### src/logic/epu_pkg.sv
// Shared MSR map for the exception unit; only PSR, IMR and IRR exist, all other addresses are unmapped
package epu_pkg;

   // MSR address width
   localparam int msr_addr_w = 4;

   // One MSR address on the access bus
   typedef logic [msr_addr_w-1:0] msr_addr_t;

   // Address map
   // Processor status register
   localparam msr_addr_t MSR_PSR = msr_addr_t'(0);

   // Interrupt mask register, one bit per line, 1 masks
   localparam msr_addr_t MSR_IMR = msr_addr_t'(1);

   // Interrupt request register, read only
   localparam msr_addr_t MSR_IRR = msr_addr_t'(2);

   // PSR layout
   // Interrupt enable, the only stored PSR bit
   // All other PSR bits read as zero
   localparam int PSR_IRE_BIT = 0;

endpackage

### src/logic/msr_bus_arbiter.sv
// Two-master round-robin MSR arbiter; one transaction in flight, so a new grant waits for the response handshake
`timescale 1ns/1ps

module msr_bus_arbiter #(
   parameter int DATA_W = 32
) (
   input  logic                  clk,
   input  logic                  arst_n,
   // Master 0, execute stage
   input  logic                  m0_req_valid,
   output logic                  m0_req_ready,
   input  logic                  m0_req_we,
   input  epu_pkg::msr_addr_t    m0_req_addr,
   input  logic [DATA_W-1:0]     m0_req_wdata,
   output logic                  m0_rsp_valid,
   input  logic                  m0_rsp_ready,
   output logic [DATA_W-1:0]     m0_rsp_rdata,
   output logic                  m0_rsp_err,
   // Master 1, debug port
   input  logic                  m1_req_valid,
   output logic                  m1_req_ready,
   input  logic                  m1_req_we,
   input  epu_pkg::msr_addr_t    m1_req_addr,
   input  logic [DATA_W-1:0]     m1_req_wdata,
   output logic                  m1_rsp_valid,
   input  logic                  m1_rsp_ready,
   output logic [DATA_W-1:0]     m1_rsp_rdata,
   output logic                  m1_rsp_err,
   // Shared slave bus
   output logic                  s_req_valid,
   input  logic                  s_req_ready,
   output logic                  s_req_we,
   output epu_pkg::msr_addr_t    s_req_addr,
   output logic [DATA_W-1:0]     s_req_wdata,
   input  logic                  s_rsp_valid,
   output logic                  s_rsp_ready,
   input  logic [DATA_W-1:0]     s_rsp_rdata,
   input  logic                  s_rsp_err
);

   // Transaction outstanding
   logic busy_q;
   // Master that owns the outstanding transaction
   logic owner_q;
   // Master granted most recently, reset to 1 so master 0 wins first tie
   logic last_q;
   // Selected master while idle
   logic grant;
   logic req_fire;
   logic rsp_fire;

   // On a tie pick the master that did not win last time
   // Otherwise whichever one is asking
   assign grant = (m0_req_valid & m1_req_valid) ? ~last_q : m1_req_valid;

   // Request path, open only while idle
   assign s_req_valid = ~busy_q & (m0_req_valid | m1_req_valid);
   assign s_req_we    = grant ? m1_req_we    : m0_req_we;
   assign s_req_addr  = grant ? m1_req_addr  : m0_req_addr;
   assign s_req_wdata = grant ? m1_req_wdata : m0_req_wdata;

   // Ready only to the granted, requesting master
   assign m0_req_ready = ~busy_q & m0_req_valid & ~grant & s_req_ready;
   assign m1_req_ready = ~busy_q & m1_req_valid &  grant & s_req_ready;

   assign req_fire = s_req_valid & s_req_ready;

   // Response path, steered by owner
   assign s_rsp_ready = busy_q & (owner_q ? m1_rsp_ready : m0_rsp_ready);

   assign m0_rsp_valid = busy_q & ~owner_q & s_rsp_valid;
   assign m1_rsp_valid = busy_q &  owner_q & s_rsp_valid;

   // Data zeroed towards the master that does not own the response
   assign m0_rsp_rdata = m0_rsp_valid ? s_rsp_rdata : '0;
   assign m1_rsp_rdata = m1_rsp_valid ? s_rsp_rdata : '0;
   assign m0_rsp_err   = m0_rsp_valid & s_rsp_err;
   assign m1_rsp_err   = m1_rsp_valid & s_rsp_err;

   assign rsp_fire = s_rsp_valid & s_rsp_ready;

   // Busy from request accept until response handshake
   always_ff @(posedge clk or negedge arst_n) begin
      if (!arst_n) begin
         busy_q  <= 1'b0;
         owner_q <= 1'b0;
         last_q  <= 1'b1;
      end else if (req_fire) begin
         busy_q  <= 1'b1;
         owner_q <= grant;
         last_q  <= grant;
      end else if (rsp_fire) begin
         // Bus free again, next grant one cycle later
         busy_q  <= 1'b0;
      end
   end

endmodule

### src/logic/msr_regfile.sv
// MSR slave with one registered response per request; IRR writes are dropped and unmapped addresses return zero with err
`timescale 1ns/1ps

module msr_regfile #(
   parameter int DATA_W  = 32,
   parameter int NUM_IRQ = 8
) (
   input  logic                  clk,
   input  logic                  arst_n,
   // Request
   input  logic                  s_req_valid,
   output logic                  s_req_ready,
   input  logic                  s_req_we,
   input  epu_pkg::msr_addr_t    s_req_addr,
   input  logic [DATA_W-1:0]     s_req_wdata,
   // Response
   output logic                  s_rsp_valid,
   input  logic                  s_rsp_ready,
   output logic [DATA_W-1:0]     s_rsp_rdata,
   output logic                  s_rsp_err,
   // Interrupt controller side
   output logic                  psr_ire,
   output logic                  imr_we,
   output logic [DATA_W-1:0]     imr_nxt,
   input  logic [DATA_W-1:0]     imr,
   input  logic [DATA_W-1:0]     irr
);

   import epu_pkg::*;

   // Lines that exist, upper IRR bits read zero
   localparam logic [DATA_W-1:0] IRQ_LINE_MASK = ~({DATA_W{1'b1}} << NUM_IRQ);

   // Stored interrupt enable
   logic              psr_ire_q;
   // Response holding registers
   logic              rsp_valid_q;
   logic [DATA_W-1:0] rsp_rdata_q;
   logic              rsp_err_q;
   // Decode results
   logic              req_fire;
   logic              rsp_fire;
   logic              sel_psr;
   logic              sel_imr;
   logic              sel_irr;
   logic              addr_hit;
   logic [DATA_W-1:0] psr_word;
   logic [DATA_W-1:0] rd_data;
   logic [DATA_W-1:0] rsp_data_nxt;

   // No new request while a response is waiting
   assign s_req_ready = ~rsp_valid_q;

   assign req_fire = s_req_valid & s_req_ready;
   assign rsp_fire = rsp_valid_q & s_rsp_ready;

   // Address decode
   assign sel_psr  = (s_req_addr == MSR_PSR);
   assign sel_imr  = (s_req_addr == MSR_IMR);
   assign sel_irr  = (s_req_addr == MSR_IRR);
   assign addr_hit = sel_psr | sel_imr | sel_irr;

   // PSR image, only IRE is backed by a flop
   always_comb begin
      psr_word = '0;
      psr_word[PSR_IRE_BIT] = psr_ire_q;
   end

   // Read mux
   always_comb begin
      rd_data = '0;
      if (sel_psr) begin
         rd_data = psr_word;
      end else if (sel_imr) begin
         rd_data = imr;
      end else if (sel_irr) begin
         rd_data = irr & IRQ_LINE_MASK;
      end
   end

   // Writes echo their data, unmapped always zero
   assign rsp_data_nxt = !addr_hit ? '0 :
                         s_req_we  ? s_req_wdata : rd_data;

   // IMR lives in the controller, one-cycle load strobe
   assign imr_we  = req_fire & s_req_we & sel_imr;
   assign imr_nxt = s_req_wdata;

   // PSR IRE, written at the accepting edge
   always_ff @(posedge clk or negedge arst_n) begin
      if (!arst_n) begin
         psr_ire_q <= 1'b0;
      end else if (req_fire && s_req_we && sel_psr) begin
         psr_ire_q <= s_req_wdata[PSR_IRE_BIT];
      end
   end

   // Response valid, set on accept and cleared on handshake
   always_ff @(posedge clk or negedge arst_n) begin
      if (!arst_n) begin
         rsp_valid_q <= 1'b0;
      end else if (req_fire) begin
         rsp_valid_q <= 1'b1;
      end else if (rsp_fire) begin
         rsp_valid_q <= 1'b0;
      end
   end

   // Payload captured once, held under back-pressure
   always_ff @(posedge clk) begin
      if (req_fire) begin
         rsp_rdata_q <= rsp_data_nxt;
         rsp_err_q   <= ~addr_hit;
      end
   end

   assign s_rsp_valid = rsp_valid_q;
   assign s_rsp_rdata = rsp_rdata_q;
   assign s_rsp_err   = rsp_err_q;
   assign psr_ire     = psr_ire_q;

endmodule

### src/logic/epu_irqc.sv
// Level-sensitive interrupt controller; irqs must be levels held at least 2 clocks, NUM_IRQ must not exceed DATA_W
`timescale 1ns/1ps

module epu_irqc #(
   parameter int DATA_W  = 32,
   parameter int NUM_IRQ = 8
) (
   input  logic                                            clk,
   input  logic                                            arst_n,
   input  logic [NUM_IRQ-1:0]                              irqs,
   input  logic                                            psr_ire,
   // IMR write from the register file
   input  logic                                            imr_we,
   input  logic [DATA_W-1:0]                               imr_nxt,
   // Read views
   output logic [DATA_W-1:0]                               imr,
   output logic [DATA_W-1:0]                               irr,
   // Request towards the exception unit
   output logic                                            irq_async,
   output logic [$clog2(NUM_IRQ > 1 ? NUM_IRQ : 2)-1:0]    irq_num
);

   localparam int IRQ_NUM_W = $clog2(NUM_IRQ > 1 ? NUM_IRQ : 2);

   // Two-flop synchronizer, second stage is IRR
   logic [NUM_IRQ-1:0] sync_q;
   logic [NUM_IRQ-1:0] irr_q;
   // Stored mask
   logic [DATA_W-1:0]  imr_q;
   // Pending and not masked
   logic [NUM_IRQ-1:0] irq_masked;

   // IRR just follows the line levels
   always_ff @(posedge clk or negedge arst_n) begin
      if (!arst_n) begin
         sync_q <= '0;
         irr_q  <= '0;
      end else begin
         sync_q <= irqs;
         irr_q  <= sync_q;
      end
   end

   // Everything masked out of reset
   always_ff @(posedge clk or negedge arst_n) begin
      if (!arst_n) begin
         imr_q <= '1;
      end else if (imr_we) begin
         imr_q <= imr_nxt;
      end
   end

   // Bypass so the new mask acts in the write cycle
   assign imr = imr_we ? imr_nxt : imr_q;

   // Zero-extended to bus width
   assign irr = DATA_W'(irr_q);

   assign irq_masked = irr_q & ~imr[NUM_IRQ-1:0];

   // Gated by PSR interrupt enable
   assign irq_async = (|irq_masked) & psr_ire;

   // Lowest index wins
   // Scan downwards so the last hit is the lowest
   always_comb begin
      irq_num = '0;
      for (int i = NUM_IRQ - 1; i >= 0; i--) begin
         if (irq_masked[i]) begin
            irq_num = IRQ_NUM_W'(i);
         end
      end
   end

endmodule

### src/logic/epu_irq_top.sv
// Interrupt block top; NUM_IRQ must not exceed DATA_W, both masters see one outstanding MSR access at a time
`timescale 1ns/1ps

module epu_irq_top #(
   parameter int DATA_W  = 32,
   parameter int NUM_IRQ = 8
) (
   input  logic                                            clk,
   input  logic                                            arst_n,
   input  logic [NUM_IRQ-1:0]                              irqs,
   output logic                                            irq_async,
   output logic [$clog2(NUM_IRQ > 1 ? NUM_IRQ : 2)-1:0]    irq_num,
   // Master 0, execute stage
   input  logic                                            m0_req_valid,
   output logic                                            m0_req_ready,
   input  logic                                            m0_req_we,
   input  epu_pkg::msr_addr_t                              m0_req_addr,
   input  logic [DATA_W-1:0]                               m0_req_wdata,
   output logic                                            m0_rsp_valid,
   input  logic                                            m0_rsp_ready,
   output logic [DATA_W-1:0]                               m0_rsp_rdata,
   output logic                                            m0_rsp_err,
   // Master 1, debug port
   input  logic                                            m1_req_valid,
   output logic                                            m1_req_ready,
   input  logic                                            m1_req_we,
   input  epu_pkg::msr_addr_t                              m1_req_addr,
   input  logic [DATA_W-1:0]                               m1_req_wdata,
   output logic                                            m1_rsp_valid,
   input  logic                                            m1_rsp_ready,
   output logic [DATA_W-1:0]                               m1_rsp_rdata,
   output logic                                            m1_rsp_err
);

   import epu_pkg::*;

   // Arbiter to register file
   logic              s_req_valid;
   logic              s_req_ready;
   logic              s_req_we;
   msr_addr_t         s_req_addr;
   logic [DATA_W-1:0] s_req_wdata;
   logic              s_rsp_valid;
   logic              s_rsp_ready;
   logic [DATA_W-1:0] s_rsp_rdata;
   logic              s_rsp_err;
   // Register file to interrupt controller
   logic              psr_ire;
   logic              imr_we;
   logic [DATA_W-1:0] imr_nxt;
   logic [DATA_W-1:0] imr;
   logic [DATA_W-1:0] irr;

   msr_bus_arbiter #(.DATA_W(DATA_W)) u_arb (
      .clk          (clk),          .arst_n       (arst_n),
      .m0_req_valid (m0_req_valid), .m0_req_ready (m0_req_ready),
      .m0_req_we    (m0_req_we),    .m0_req_addr  (m0_req_addr),
      .m0_req_wdata (m0_req_wdata), .m0_rsp_valid (m0_rsp_valid),
      .m0_rsp_ready (m0_rsp_ready), .m0_rsp_rdata (m0_rsp_rdata),
      .m0_rsp_err   (m0_rsp_err),
      .m1_req_valid (m1_req_valid), .m1_req_ready (m1_req_ready),
      .m1_req_we    (m1_req_we),    .m1_req_addr  (m1_req_addr),
      .m1_req_wdata (m1_req_wdata), .m1_rsp_valid (m1_rsp_valid),
      .m1_rsp_ready (m1_rsp_ready), .m1_rsp_rdata (m1_rsp_rdata),
      .m1_rsp_err   (m1_rsp_err),
      .s_req_valid  (s_req_valid),  .s_req_ready  (s_req_ready),
      .s_req_we     (s_req_we),     .s_req_addr   (s_req_addr),
      .s_req_wdata  (s_req_wdata),  .s_rsp_valid  (s_rsp_valid),
      .s_rsp_ready  (s_rsp_ready),  .s_rsp_rdata  (s_rsp_rdata),
      .s_rsp_err    (s_rsp_err)
   );

   msr_regfile #(.DATA_W(DATA_W), .NUM_IRQ(NUM_IRQ)) u_msr (
      .clk         (clk),         .arst_n      (arst_n),
      .s_req_valid (s_req_valid), .s_req_ready (s_req_ready),
      .s_req_we    (s_req_we),    .s_req_addr  (s_req_addr),
      .s_req_wdata (s_req_wdata), .s_rsp_valid (s_rsp_valid),
      .s_rsp_ready (s_rsp_ready), .s_rsp_rdata (s_rsp_rdata),
      .s_rsp_err   (s_rsp_err),   .psr_ire     (psr_ire),
      .imr_we      (imr_we),      .imr_nxt     (imr_nxt),
      .imr         (imr),         .irr         (irr)
   );

   // Interrupt controller
   epu_irqc #(.DATA_W(DATA_W), .NUM_IRQ(NUM_IRQ)) u_irqc (
      .clk       (clk),       .arst_n    (arst_n),
      .irqs      (irqs),      .psr_ire   (psr_ire),
      .imr_we    (imr_we),    .imr_nxt   (imr_nxt),
      .imr       (imr),       .irr       (irr),
      .irq_async (irq_async), .irq_num   (irq_num)
   );

endmodule

### config.mk
export PLATFORM = sky130hd
export DESIGN_NAME = epu_irq_top
export DESIGN_NICKNAME = d
export VERILOG_FILES = /design/src/logic/epu_pkg.sv /design/src/logic/msr_bus_arbiter.sv /design/src/logic/msr_regfile.sv /design/src/logic/epu_irqc.sv /design/src/logic/epu_irq_top.sv
export SDC_FILE = /design/constraint.sdc
export NUM_CORES = 1
export LEC_CHECK = 0
export ABC_AREA = 1
export BUFFER_PORTS_ARGS = -buffer_cell sky130_fd_sc_hd__buf_2
export CORE_ASPECT_RATIO = 0.6
export CORE_MARGIN = 10
export CORE_UTILIZATION = 35
export DETAILED_ROUTE_END_ITERATION = 7
export PLACE_DENSITY_LB_ADDON = 0.08
export SYNTH_ARGS = -nofsm -noshare
export SYNTH_HDL_FRONTEND = slang
export SYNTH_SLANG_ARGS = --single-unit
### constraint.sdc
create_clock -name clk -period 2.7 [get_ports clk]
set_clock_uncertainty 0.2 [all_clocks]
set_input_delay 0.27 -clock clk [delete_from_list [all_inputs] [get_ports clk]]
set_output_delay 0.27 -clock clk [all_outputs]
set_load 0.005 [all_outputs]
==> run_results.csv <==
group,metric,value,unit
run_status,run_status,"finished with violations",
run_status,violations,"setup timing",
sta,tightest_slew,0.617,ns
power,vdd.ir_drop.worst,337,uV
sta,setup_ws,-0.116,ns
drt,drc,0,
synth,synthDominantCellAreaShare,0.220,
clock_network,ctsRootBufferMaster,"clkbuf_16",
power,p_switching,0.00202,W
setup_path,cp-start-kind,"register",
global_route,grtUsageTotal,0.157,
synth,synth_edf_count,33,
placed_design,io_buffers,161,
drt,vias,4354,
setup_path,end_kind,"primary output",
clock_network,cts_tree,"done",
synth,seq_area_frac_synth,0.518,
sta,drv_slew,0,
drt,routed_wl,14800,microns
global_route,grt_antenna_before_repair,1,
setup_path,worst_path_max_delay_cell,"dfstp_2",
floorplan,die_h,108,microns
drt,dr.first_iter.drc_count,215,
synth,ys_ff_latch,85,
setup_path,slowest_delay,0.38,ns
power,p_per_area,878,mW/mm^2
sta,fmax,0.355,GHz
global_route,grt_max_degree,34,
clock_network,cts.sinks,85,
hold_path,min_path_type,"primary input to register",
drt,wl_per_cell,15.6,microns
setup_path,cp_cell_sequence,"nand2_4 > nand2_8 > buf_6 > nand2_4 > nand2_4 > nor2_4 > nand3_4 > clkbuf_16 > buf_4 > o21ai_4 > nand2_2 > nand2_4 > nor2_2 > a21oi_2 > buf_2",
global_route,grt_pass1_vias,4368,
finish,num_antenna_cells,0,
floorplan,die_x,167,microns
sta,rsz0062_at_grt,"yes",
finish,multi_input_area,0.00197,sq mm
synth,yosysTopAreaCell,"edfxtp_1",
clock_network,clk_pin_slew,0.07,ns
synth,yosysMostFrequentCell,"nand2_1",
sta,slew_headroom,0.589,
setup_path,crit_arrival,2.35,ns
clock_network,cts_made_buffers,9,
power,sw_frac_of_total,0.361,
floorplan,initial_core_util,0.365,
synth,avgSynthCellArea,7.79,sq um
setup_path,crit_required,2.23,ns
sta,hold_violations,0,
setup_path,crit_fanout,7,
placed_design,gp_congestion,0.916,
finish,drive_above_1_share,0.379,
finish,syn_to_final_growth,41.3,%
floorplan,core_area,0.0123,sq mm
placed_design,place_ws,0.107,ns
drt,ant_nets,0,
finish,nFillCells,1201,
floorplan,num_rows,31,
synth,synthTopCellsByCount,"nand2_1, nor2_1, inv_1",
setup_path,path_common_cell,"nand2_4",
power,sequentialPowerShare,0.377,
power,cellInternalPower,0.00357,W
synth,ys_types,31,
sta,setup_viol,4,
floorplan,die_area,0.0180,sq mm
sta,min_period,2.82,ns
clock_network,h-tree-depth,3,
placed_design,dpl.hpwl,11000,microns
finish,nNetsFinal,864,
global_route,grt_overflow,0,
power,p_comb_frac,0.393,
clock_network,clk_latency,0.34,ns
run,drv_cap,0,
setup_path,worst-setup-path-type,"register to primary output",
sta,fin_crit_sh,1.04,
synth,async_flop_share,0.612,
finish,seq_area,0.00233,sq mm
drt,first_pass_iters,4,
clock_network,clockBufferDepth,2,
synth,ys.flop_type,"edfxtp_1",
power,power.leakage,3.20,nW
drt,drt-vias-per-instance,4.60,
synth,synth_area,0.00451,sq mm
synth,synth_area_leaders,"edfxtp_1, dfstp_2, nand2_1, dfrtp_1, nor2_1",
floorplan,ios,162,
global_route,grt_pass1_wl,22900,microns
power,pwr-share-clk,0.230,
synth,synth_cells,579,
finish,fin_util,0.516,
synth,syn_nets,667,
synth,ys.warnings.count,0,
what timing repair did:
item | 4_1_cts | 5_1_grt
gates cloned | 0 | 1
resized for setup | 20 | 30
endpoints found under the hold margin | 35 | 0
endpoints found under the setup margin | 4 | 5
pin swaps | 4 | 19
buffers inserted | 3 | 6
hold buffers | 21 | 0
critical path: cells and delay by family (launching register included):
family / cells / cell delay (ns)
simple gates: 9 / 0.76
buf+inv: 4 / 0.58
flops: 1 / 0.38
compound gates: 2 / 0.26
per-layer routing:
layer,vias to the layer above,global-route usage,part of all wire
met5,-,0,0
met4,0,0.0350,0.0065
met3,8,0.0558,0.090
met2,167,0.223,0.41
met1,1969,0.223,0.49
li1,2210,-,-
placed cells by master, fill, tap and decap left out, types with 2 or more instances in the layout:
cell,Yosys,layout
inv_1,59,58
nor2_4,4,5
buf_2,8,161
dlygate4sd3_1,0,21
buf_6,5,3
o21ai_4,0,3
nand3_1,12,5
nand2_2,7,13
dfstp_2,33,33
a21oi_1,33,32
o21ai_0,8,8
o21ai_2,3,4
nand3_2,1,6
nor2_2,0,3
a31oi_1,25,25
inv_6,0,4
dfrtp_1,19,19
or2_1,3,3
edfxtp_1,33,33
clkbuf_16,0,12
buf_4,4,26
nand2_4,2,8
nand3_4,0,2
nor2_1,99,95
a21oi_2,1,2
nand2_1,194,181
path summary, 6_finish.rpt:
| check | startpoint | cells after the start | to | slack [ns] |
|---|---|---|---|---|
| max | u_arb.last_q | 15 | irq_async | -0.12 |
| min | m0_req_wdata[16] | 3 | u_irqc.imr_q[16] | 0.01 |
| max reg2reg | u_arb.last_q | 9 | u_irqc.imr_q[17] | 0.19 |
| min reg2reg | u_irqc.sync_q[4] | 0 | u_irqc.irr_q[4] | 0.15 |
| max in group asynchronous | arst_n | 3 | u_irqc.imr_q[24] | 1.26 |
| min in group asynchronous | arst_n | 2 | u_irqc.sync_q[0] | 0.27 |
sequential cells by signal, summed over array words and instances, names as in the netlist, 8 cells and up:
| name | flops |
|---|---|
| u_irqc.irr_q | 8 |
| u_irqc.sync_q | 8 |
| u_irqc.imr_q | 32 |
| u_msr.s_rsp_rdata | 32 |
cell type report:
| type | count | area share |
|---|---|---|
| Sequential cell | 85 | 0.366 |
| Tap cell | 165 | 0.0324 |
| Multi-Input combinational cell | 404 | 0.309 |
| Clock buffer | 11 | 0.0432 |
| Clock inverter | 5 | 0.00688 |
| Inverter | 62 | 0.0375 |
| Timing Repair Buffer | 214 | 0.205 |
power groups by stage:
stage	registers, W	clock network [W]	logic [W]
after floorplan	0.00208	0	0.00121
after global placement	0.00212	0	0.00193
after detailed placement	0.00213	0	0.00196
after CTS	0.00211	0.00133	0.00212
after global routing	0.00215	0.00138	0.00247
final	0.00211	0.00129	0.00220
stage by stage:
step | hold slack (ns) | power (W) | instances | TNS [ns] | cell area, sq um
4_1_cts | 0.000653 | 0.00555 | 939 | -0.281 | 6180
3_3_place_gp | 0.114 | 0.00405 | 899 | 0 | 5540
3_5_place_dp | 0.118 | 0.00409 | 899 | 0 | 5540
2_1_floorplan | -0.226 | 0.00328 | 579 | 0 | 4510
6_report | 0.00969 | 0.00559 | 946 | -0.348 | 6370
5_1_grt | 0.0124 | 0.00600 | 946 | -0.847 | 6370
cells by family after synthesis:
| group | after synthesis | synth area share |
|---|---|---|
| AND/OR/NAND/NOR | 326 | 0.294 |
| buffers and inverters | 90 | 0.0888 |
| flip-flops | 85 | 0.518 |
| AO/OA/AOI/OAI | 77 | 0.0971 |
| multiplexers | 1 | 0.00222 |
Note: power is estimated with default switching activity, not from simulation.
